`src/common/tsc_cfg.svh`:
```
`ifndef TSC_CFG_SVH
`define TSC_CFG_SVH

// data path and instruction width
`define TSC_WORD_SIZE 16

// architectural registers r0..r3
`define TSC_NUM_REGS 4

// opcode 4'hf with all fields zero
`define TSC_NOP_INST 16'hf000

`endif

```
`src/common/tsc_pkg.sv`:
```
`include "tsc_cfg.svh"

package tsc_pkg;

	typedef logic [`TSC_WORD_SIZE-1:0] word_t;
	typedef logic [$clog2(`TSC_NUM_REGS)-1:0] reg_idx_t;

	// instruction bits 15:12
	typedef enum logic [3:0] {
		OP_ADD = 4'h0,
		OP_SUB = 4'h1,
		OP_AND = 4'h2,
		OP_ORR = 4'h3,
		OP_ADI = 4'h4,
		OP_LHI = 4'h5,
		OP_BEQ = 4'h6,
		OP_BNE = 4'h7,
		OP_NOP = 4'hf
	} opcode_e;

	// fetched instruction and its pc
	typedef struct packed {
		word_t inst;
		word_t pc;
	} if_id_t;

	// decoded instruction with register operands already read
	typedef struct packed {
		opcode_e  op;
		word_t    a;
		word_t    b;
		word_t    imm;
		word_t    pc;
		reg_idx_t dest;
		logic     writes_reg;
	} id_ex_t;

	// retiring register write
	typedef struct packed {
		reg_idx_t dest;
		word_t    result;
	} ex_wb_t;

endpackage

```
`src/hw/pipe_latch.sv`:
```
`timescale 1ns/1ps

module pipe_latch #(
	parameter type payload_t = logic
) (
	input  logic     clk,
	input  logic     rst_n,
	input  logic     in_valid,
	input  payload_t in_data,
	input  logic     hold,
	input  logic     flush,
	output logic     out_valid,
	output payload_t out_data
);

	logic     valid_q;
	payload_t data_q;

	// hold wins over flush and a flushed stage becomes a bubble
	always_ff @(posedge clk or negedge rst_n) begin
		if (!rst_n) begin
			valid_q <= 1'b0;
		end else if (!hold) begin
			valid_q <= flush ? 1'b0 : in_valid;
		end
	end

	always_ff @(posedge clk) begin
		if (!hold) begin
			data_q <= in_data;
		end
	end

	assign out_valid = valid_q;
	assign out_data  = data_q;

	// a held entry must not change under the consumer
	a_hold_stable: assert property (
		@(posedge clk) disable iff (!rst_n)
		(out_valid && hold) |=> $stable(out_data)
	);

endmodule

```
`src/hw/hazard_unit.sv`:
```
`timescale 1ns/1ps

module hazard_unit (
	input  logic              if_id_valid,
	input  tsc_pkg::if_id_t   if_id_data,
	input  logic              id_ex_valid,
	input  tsc_pkg::reg_idx_t id_ex_dest,
	input  logic              id_ex_writes,
	input  logic              branch_taken,
	output logic              stall,
	output logic              flush
);

	import tsc_pkg::*;

	reg_idx_t rs;
	reg_idx_t rt;
	logic     uses_rs;
	logic     uses_rt;

	assign rs = if_id_data.inst[11:10];
	assign rt = if_id_data.inst[9:8];

	// which source fields the younger instruction actually reads
	always_comb begin
		uses_rs = 1'b0;
		uses_rt = 1'b0;
		case (if_id_data.inst[15:12])
			OP_ADD, OP_SUB, OP_AND, OP_ORR, OP_BEQ, OP_BNE: begin
				uses_rs = 1'b1;
				uses_rt = 1'b1;
			end
			OP_ADI: begin
				uses_rs = 1'b1;
			end
			default: begin
				uses_rs = 1'b0;
				uses_rt = 1'b0;
			end
		endcase
	end

	// producer still in execute and the regfile not yet written
	assign stall = if_id_valid && id_ex_valid && id_ex_writes &&
		((uses_rs && rs == id_ex_dest) || (uses_rt && rt == id_ex_dest));

	assign flush = branch_taken;

	// branches never write a register, so a taken branch cannot also stall
	a_no_stall_flush: assert final (!(stall && flush));

endmodule

```
`src/decode/decode_stage.sv`:
```
`timescale 1ns/1ps
`include "tsc_cfg.svh"

module decode_stage (
	input  logic              clk,
	input  logic              rst_n,
	input  tsc_pkg::if_id_t   if_id,
	input  logic              wr_en,
	input  tsc_pkg::reg_idx_t wr_reg,
	input  tsc_pkg::word_t    wr_data,
	output tsc_pkg::id_ex_t   id_ex
);

	import tsc_pkg::*;

	word_t    regs [`TSC_NUM_REGS];
	word_t    inst;
	logic     legal;
	opcode_e  op;
	reg_idx_t rs;
	reg_idx_t rt;
	reg_idx_t rd;
	reg_idx_t dest;
	logic     writes;
	word_t    imm;
	word_t    rs_val;
	word_t    rt_val;

	// unknown opcodes are decoded as a nop
	assign legal = if_id.inst[15:12] inside {OP_ADD, OP_SUB, OP_AND, OP_ORR,
		OP_ADI, OP_LHI, OP_BEQ, OP_BNE, OP_NOP};
	assign inst = legal ? if_id.inst : `TSC_NOP_INST;

	assign op  = opcode_e'(inst[15:12]);
	assign rs  = inst[11:10];
	assign rt  = inst[9:8];
	assign rd  = inst[7:6];
	assign imm = {{8{inst[7]}}, inst[7:0]};

	always_comb begin
		dest   = rd;
		writes = 1'b0;
		case (op)
			OP_ADD, OP_SUB, OP_AND, OP_ORR: begin
				dest   = rd;
				writes = 1'b1;
			end
			OP_ADI, OP_LHI: begin
				dest   = rt;
				writes = 1'b1;
			end
			default: begin
				dest   = rd;
				writes = 1'b0;
			end
		endcase
	end

	always_ff @(posedge clk or negedge rst_n) begin
		if (!rst_n) begin
			for (int i = 0; i < `TSC_NUM_REGS; i++) begin
				regs[i] <= '0;
			end
		end else if (wr_en) begin
			regs[wr_reg] <= wr_data;
		end
	end

	// a retiring result is written through in the same cycle
	assign rs_val = (wr_en && wr_reg == rs) ? wr_data : regs[rs];
	assign rt_val = (wr_en && wr_reg == rt) ? wr_data : regs[rt];

	always_comb begin
		id_ex = '{
			op:         op,
			a:          rs_val,
			b:          rt_val,
			imm:        imm,
			pc:         if_id.pc,
			dest:       dest,
			writes_reg: writes
		};
	end

	// writeback is only driven from a valid ex/wb entry, which reset clears
	a_no_write_in_reset: assert property (
		@(posedge clk) !rst_n |-> !wr_en
	);

endmodule

```
`src/hw/alu_stage.sv`:
```
`timescale 1ns/1ps

module alu_stage (
	input  tsc_pkg::id_ex_t id_ex,
	output tsc_pkg::ex_wb_t result,
	output logic            writes_reg,
	output logic            branch_taken,
	output tsc_pkg::word_t  branch_target
);

	import tsc_pkg::*;

	word_t value;

	always_comb begin
		value        = '0;
		branch_taken = 1'b0;
		case (id_ex.op)
			OP_ADD: value = id_ex.a + id_ex.b;
			OP_SUB: value = id_ex.a - id_ex.b;
			OP_AND: value = id_ex.a & id_ex.b;
			OP_ORR: value = id_ex.a | id_ex.b;
			OP_ADI: value = id_ex.a + id_ex.imm;
			// lower byte cleared
			OP_LHI: value = {id_ex.imm[7:0], 8'h00};
			OP_BEQ: branch_taken = (id_ex.a == id_ex.b);
			OP_BNE: branch_taken = (id_ex.a != id_ex.b);
			default: begin
				value        = '0;
				branch_taken = 1'b0;
			end
		endcase
	end

	// pc+1+imm
	assign branch_target = id_ex.pc + word_t'(1) + id_ex.imm;

	// branches and nops were decoded without a destination
	assign writes_reg = id_ex.writes_reg;

	assign result = '{dest: id_ex.dest, result: value};

endmodule

```
`src/hw/tsc_pipe.sv`:
```
`timescale 1ns/1ps

module tsc_pipe (
	input  logic              clk,
	input  logic              rst_n,
	input  logic              in_valid,
	output logic              in_ready,
	input  tsc_pkg::word_t    in_inst,
	input  tsc_pkg::word_t    in_pc,
	output logic              wb_valid,
	input  logic              wb_ready,
	output tsc_pkg::reg_idx_t wb_reg,
	output tsc_pkg::word_t    wb_data,
	output logic              redirect_valid,
	output tsc_pkg::word_t    redirect_pc
);

	import tsc_pkg::*;

	logic   hold;
	logic   stall;
	logic   flush;
	logic   wr_en;

	if_id_t if_id_in;
	if_id_t if_id_q;
	logic   if_id_valid;

	id_ex_t id_ex_d;
	id_ex_t id_ex_q;
	logic   id_ex_valid;

	ex_wb_t ex_wb_d;
	ex_wb_t ex_wb_q;
	logic   ex_wb_valid;

	logic   alu_writes;
	logic   alu_taken;
	logic   branch_taken;
	word_t  branch_target;

	// output back-pressure freezes every stage
	assign hold     = wb_valid && !wb_ready;
	assign in_ready = !(hold || stall || flush);
	assign if_id_in = '{inst: in_inst, pc: in_pc};

	pipe_latch #(.payload_t(if_id_t)) u_if_id (
		.clk       (clk),
		.rst_n     (rst_n),
		.in_valid  (in_valid),
		.in_data   (if_id_in),
		.hold      (hold || stall),
		.flush     (flush),
		.out_valid (if_id_valid),
		.out_data  (if_id_q)
	);

	decode_stage u_decode (
		.clk     (clk),
		.rst_n   (rst_n),
		.if_id   (if_id_q),
		.wr_en   (wr_en),
		.wr_reg  (wb_reg),
		.wr_data (wb_data),
		.id_ex   (id_ex_d)
	);

	// a stall leaves a bubble behind the waiting instruction
	pipe_latch #(.payload_t(id_ex_t)) u_id_ex (
		.clk       (clk),
		.rst_n     (rst_n),
		.in_valid  (if_id_valid),
		.in_data   (id_ex_d),
		.hold      (hold),
		.flush     (flush || stall),
		.out_valid (id_ex_valid),
		.out_data  (id_ex_q)
	);

	alu_stage u_alu (
		.id_ex         (id_ex_q),
		.result        (ex_wb_d),
		.writes_reg    (alu_writes),
		.branch_taken  (alu_taken),
		.branch_target (branch_target)
	);

	assign branch_taken = id_ex_valid && alu_taken;

	hazard_unit u_hazard (
		.if_id_valid  (if_id_valid),
		.if_id_data   (if_id_q),
		.id_ex_valid  (id_ex_valid),
		.id_ex_dest   (id_ex_q.dest),
		.id_ex_writes (id_ex_q.writes_reg),
		.branch_taken (branch_taken),
		.stall        (stall),
		.flush        (flush)
	);

	// only register writes reach the writeback port
	pipe_latch #(.payload_t(ex_wb_t)) u_ex_wb (
		.clk       (clk),
		.rst_n     (rst_n),
		.in_valid  (id_ex_valid && alu_writes),
		.in_data   (ex_wb_d),
		.hold      (hold),
		.flush     (1'b0),
		.out_valid (ex_wb_valid),
		.out_data  (ex_wb_q)
	);

	assign wb_valid = ex_wb_valid;
	assign wb_reg   = ex_wb_q.dest;
	assign wb_data  = ex_wb_q.result;
	assign wr_en    = wb_valid && wb_ready;

	// a held branch would otherwise repeat its redirect
	assign redirect_valid = branch_taken && !hold;
	assign redirect_pc    = branch_target;

	// the flush empties id/ex, so a redirect never lasts two cycles
	a_redirect_pulse: assert property (
		@(posedge clk) disable iff (!rst_n)
		redirect_valid |=> !redirect_valid
	);

endmodule

```
`config.mk`:
```
export PLATFORM = sky130hd
export DESIGN_NAME = tsc_pipe
export DESIGN_NICKNAME = d
export VERILOG_FILES = /design/src/common/tsc_pkg.sv /design/src/hw/pipe_latch.sv /design/src/hw/hazard_unit.sv /design/src/decode/decode_stage.sv /design/src/hw/alu_stage.sv /design/src/hw/tsc_pipe.sv
export VERILOG_INCLUDE_DIRS = /design/src /design/src/common
export SDC_FILE = /design/constraint.sdc
export NUM_CORES = 1
export LEC_CHECK = 0
export ABC_AREA = 1
export BUFFER_PORTS_ARGS = -buffer_cell sky130_fd_sc_hd__buf_2
export CAP_MARGIN = 20
export CORE_ASPECT_RATIO = 1.4
export CORE_MARGIN = 2
export CORE_UTILIZATION = 40
export CTS_BUF_LIST = sky130_fd_sc_hd__clkbuf_4 sky130_fd_sc_hd__clkbuf_8
export CTS_CLUSTER_SIZE = 10
export DETAILED_ROUTE_END_ITERATION = 7
export SLEW_MARGIN = 0
export SYNTH_ARGS = -nofsm -noshare
export SYNTH_HDL_FRONTEND = slang
export SYNTH_SLANG_ARGS = --single-unit
export TNS_END_PERCENT = 30
```
`constraint.sdc`:
```
create_clock -name clk -period 4.96 [get_ports clk]
set_input_delay 0.496 -clock clk [delete_from_list [all_inputs] [get_ports clk]]
set_output_delay 0.496 -clock clk [all_outputs]
set_load 0.02 [all_outputs]
```
=== Yosys cells after proc, flatten, opt, wreduce, memory -nomap -nowiden ===
Index checks and enable logic that the tools add are counted.

* Output and inout bits: 37
* Word-level logic and storage cells: 107
* Bits of input ports: 36
* Register bits after elaboration: 180

* Equal/unequal tests: 26
* Muxes and demuxes: 20
* Add/sub/neg operators: 5
* Bitwise gates (word level): 5
* Order comparisons: 4
* Reductions and logical operators: 28

{| class="wikitable"
|+ Operators with widths
! kind !! count
|-
| 16-bit 2-to-1 mux || 8
|-
| 16-bit case mux with 6 select lines || 1
|-
| 16-bit binary-select mux with 2-bit select || 2
|-
| 64-bit bitwise mux || 1
|-
| 16-bit adder || 3
|-
| 4-bit by 3-bit equality test with 1-bit output (second input constant) || 10
|-
| 16-bit demux with 2-bit select || 1
|-
| 4-bit by 2-bit equality test with 1-bit output (second input constant) || 6
|-
| 16-bit by 1-bit adder with 16-bit output (second input constant) || 1
|-
| 16-bit AND || 1
|-
| 16-bit equality test || 1
|-
| 16-bit != test || 1
|-
| 16-bit OR || 1
|-
| 16-bit subtractor || 1
|-
| 1-bit logical AND || 13
|-
| 4-bit by 1-bit equality test with 1-bit output (second input constant) || 3
|-
| 4-bit zero test || 3
|-
| 6-bit OR reduction || 2
|-
| 3-bit >= comparator (second input constant) || 3
|-
| 2-bit NOT with 3-bit output || 3
|-
| 9-bit nonzero test || 1
|-
| 2-bit equality test || 4
|-
| 7-bit OR reduction || 1
|-
| 1-bit 2-to-1 mux || 5
|-
| 7 further kinds || 12
|}

=== Logic depth before layout (Yosys ltp) ===
* Depth after elaboration: 9
* Depth in mapped cells: 18
* Mapped depth without buffers: 17

=== By module ===
Synthesis repeated with hierarchy kept, for this count alone.

* Cell total of the unflattened synthesis: 1578
* Area, all modules: 12394.4 um^2

{| class="wikitable"
|+ By module, submodules not included
! module !! area each (um^2) !! sequential area each (um^2) !! instances !! cells an instance
|-
| decode_stage || 4662.0 || 1601.5 || 1 || 711
|-
| alu_stage || 3763.6 || 0.0 || 1 || 684
|-
| pipe_latch at u_id_ex || 2184.6 || 2157.1 || 1 || 77
|-
| pipe_latch at u_if_id || 1013.5 || 985.9 || 1 || 38
|-
| pipe_latch at u_ex_wb || 593.1 || 565.5 || 1 || 24
|-
| hazard_unit || 117.6 || 0.0 || 1 || 29
|-
| tsc_pipe || 60.1 || 0.0 || 1 || 15
|}

=== Worst setup path before layout ===
Ideal clock, no wire load.

* Kind: reg-to-reg
* Start: register u_ex_wb.valid_q, in the netlist u_ex_wb.out_valid
* End: register u_if_id.data_q, in the netlist u_if_id.out_data[0], enable pin
* Stages on the path, launching flop included: 6
* Path buffers: 0
* Data required time: 4572 ps
* Data arrival time: 3200 ps
* Path slack: 1372 ps
* Cell sequence: dfrtp_1 inv_1 nor2_1 inv_1 nand2_1 inv_1

* Longest elaborated chain between the ends: 2

{| class="wikitable"
|+ Ends and longest elaborated chain
! element !! line !! RTL
|-
| from (decl) || pipe_latch.sv:16 || <nowiki>logic valid_q;</nowiki>
|-
| from (signal assigned) || pipe_latch.sv:24 || <nowiki>valid_q <= flush ? 1'b0 : in_valid;</nowiki>
|-
| 1-bit logical AND || tsc_pipe.sv:43 || <nowiki>assign hold = wb_valid && !wb_ready;</nowiki>
|-
| 1-bit logical OR || tsc_pipe.sv:52 || <nowiki>.hold (hold || stall),</nowiki>
|-
| to (signal assigned) || pipe_latch.sv:30 || <nowiki>data_q <= in_data;</nowiki>
|-
| to (decl) || pipe_latch.sv:17 || <nowiki>payload_t data_q;</nowiki>
|}

No other way between the ends.
A chain may end at the register's enable or synchronous reset.

=== Worst setup path in the final report ===
* Start: register u_id_ex.data_q, in the netlist u_id_ex.out_data[19]
* End: output port redirect_pc[10]

* Longest elaborated chain between the ends: 1

{| class="wikitable"
|+ Ends and longest elaborated chain
! element !! line !! RTL
|-
| from (decl) || pipe_latch.sv:17 ||
|-
| from (signal assigned) || pipe_latch.sv:30 ||
|-
| 16-bit adder || alu_stage.sv:36 || <nowiki>assign branch_target = id_ex.pc + word_t'(1) + id_ex.imm;</nowiki>
|-
| to (decl) || tsc_pipe.sv:15 || <nowiki>output tsc_pkg::word_t redirect_pc</nowiki>
|}

No other way between the ends.

==> out/metrics.yaml <==
vias: 9339
synth_top_area_share: 0.299
finalWirelength_mm: 29.5
hold_viol: 0
grt-ovfl-total: 0
grtUsageTotal: 0.198
numClockSinks: 180
cap_violations: 0
fin_nets: 1538
setup_ws_ns: 1.76
relSlewSlack: 0.321
die_h_um: 203
finalSetupTns_ns: 0
leakagePower_nw: 5.84
drc: 0
status: "finished clean"
yosys-top-cells-area: "edfxtp_1 30%, dfrtp_1 15%, nand2_1 10%, ha_1 8.8%, o21ai_0 7.6%"
synthDistinctLibCells: 44
synth-seq-cells: 180
syn_area_per_cell_um2: 8.31
setup-violations-final: 0
critical_path_arrival_ns: 2.70
cp_max_fo: 4
crit_path_end_kind: "primary output"
yosys_warnings: 0
synth-edff-count: 113
period_share: 0.645
die_area_um2: 29700
grt_max_degree: 59
port_buffers: 72
dpl.hpwl_mm: 21.6
max_freq_mhz: 313
gp_congestion: 0.947
yosysSeqAreaShare: 0.447
synthCells: 1363
cts_tree: "yes"
diodes: 0
firstDrtPassIters: 5
std_cell_rows: 72
mappedNetlistNets: 1482
clock_latency_ns: 0.48
hp-class: "in -> reg"
synth_ff_type: "edfxtp_1"
placed_cell_area_um2: 12000
synth_area_leader_cell: "edfxtp_1"
async_reset_ff_frac: 0.372
rsz0062_at_grt: "no"
drtAntennaViolNets: 0
numCtsBuffers: 17
holdBufCountCts: 1
cts_resized: 0
num-fill-cells: 2783
clk_pin_slew_worst_paths_ns: 0.11
routedWlPerCell_um: 16.3
final_cell_area_um2: 12400
fin_util: 0.446
start_kind: "flip-flop"
post-place-ws_ns: 1.98
total_power_mw: 8.31
crit_type: "reg -> out"
maxSlewViolCount: 0
core_um2: 27700
die_x_um: 146
syn2layout_area_growth_pct: 9.27
grt_pass1_wl_mm: 45.8
required_ns: 4.46
io_pins: 73
first_iter_violations: 671
tightestPinTransition_ns: 1.02
drive_above_1_share: 0.126
pwr_density_cell_nw_per_um2: 671
initial_core_util: 0.408
fin_crit_ns: 3.20
synth.cell_area_um2: 11300
grt_pass1_vias: 8775
h-tree-depth: 4
ir_drop_mv: 0.243
routed_via_density: 5.18
clock-skew-final_ns: 0.0221
cts_setup_buffers: 0
cts-root-buf: "clkbuf_8"
clockBufferDepth: 2
antenna_found_initial: 0
## through the flow
step / cells / hold WS, ns
after floorplan: 1363 / 0.200
final: 1802 / 0.192
after CTS: 1802 / 0.164
after global placement: 1769 / 0.375
after global routing: 1802 / 0.155
after detailed placement: 1769 / 0.379
## worst max-delay path, cell delays in order (launching register included)
cell      delay [ns]
edfxtp_1        0.52
inv_1           0.18
ha_1            0.19
inv_1           0.07
fa_1            0.40
nand3_1         0.10
nand2_1         0.12
nand2_1         0.09
nand2_1         0.10
nand4_1         0.09
nand2_1         0.06
xor2_1          0.13
buf_2           0.18
## synth_stat cells, types with 7 or more instances
cell      number
nand4_1        7
o21ai_1       27
nand3_1       71
o21ai_2       33
nand2_2       16
buf_2         16
nand2_1      301
clkbuf_1      14
xor2_1        12
edfxtp_1     113
nand3b_1       8
dfrtp_1       67
inv_1        183
ha_1          80
nor2_1        93
a21oi_1       71
o21ai_0      171
## layer usage
layer / global-route usage / routed length (µm)
met1: 0.238 / 12500
met2: 0.355 / 15000
met3: 0.0264 / 1060
met4: 0.0853 / 904
met5: 0 / 0
## worst paths after layout
kind / depth (start not counted) / to / from / slack (ns)
min reg2reg: 0 / u_id_ex.out_data[14] / u_if_id.out_data[11] / 0.43
min: 1 / u_if_id.out_data[5] / in_pc[5] / 0.19
min in group asynchronous: 2 / u_decode.regs[8] / rst_n / 0.42
max reg2reg: 13 / u_ex_wb.out_data[14] / u_id_ex.out_data[68] / 1.90
max in group asynchronous: 3 / u_decode.regs[48] / rst_n / 3.49
max: 12 / redirect_pc[10] / u_id_ex.out_data[19] / 1.76
## layout by cell type (no fill, tap or decap), types with 8 or more instances in the layout
master    instances
nand2_1         301
inv_1           182
o21ai_0         171
edfxtp_1        113
nor2_1           93
ha_1             80
buf_2            72
a21oi_1          71
nand3_1          71
dfrtp_1          67
o21ai_2          33
o21ai_1          27
clkbuf_8         17
nand2_2          16
xor2_1           12
nand3b_1          8
buf_4             8
## flip-flops by register name (all words and copies together), names as in the netlist
name / count
u_if_id.out_data: 32
u_ex_wb.out_valid: 1
u_ex_wb.out_data: 18
u_id_ex.out_data: 63
u_decode.regs: 64
u_if_id.out_valid: 1
u_id_ex.out_valid: 1
## cells by family (layout without fill, tap and decap cells)
logic type,after synthesis,in the layout,share of synthesized area
AOI/OAI and AO/OA,331,331,0.164
adders and majority gates,83,83,0.0936
DFF,180,180,0.447
and+or+nand+nor,521,521,0.197
buffers and inverters,231,300,0.0848
xor gates and xnor gates,17,17,0.0131
## where the power goes
part           leakage [nW]  switching (mW)  total [mW]  internal (mW)
combinational          3.55            2.94        4.42           1.48
clock                 0.205           0.569        1.04          0.470
sequential             2.09           0.540        2.85           2.31
## final cells by class
cell class	instances	area (µm²)	area share
Multi-Input combinational cell	952	5310	0.429
Sequential cell	180	5070	0.409
Inverter	187	703	0.0568
Tap cell	370	463	0.0374
Timing Repair Buffer	81	430	0.0348
Clock buffer	18	241	0.0195
Clock inverter	14	168	0.0135
Power figures use the tool's default switching activity.
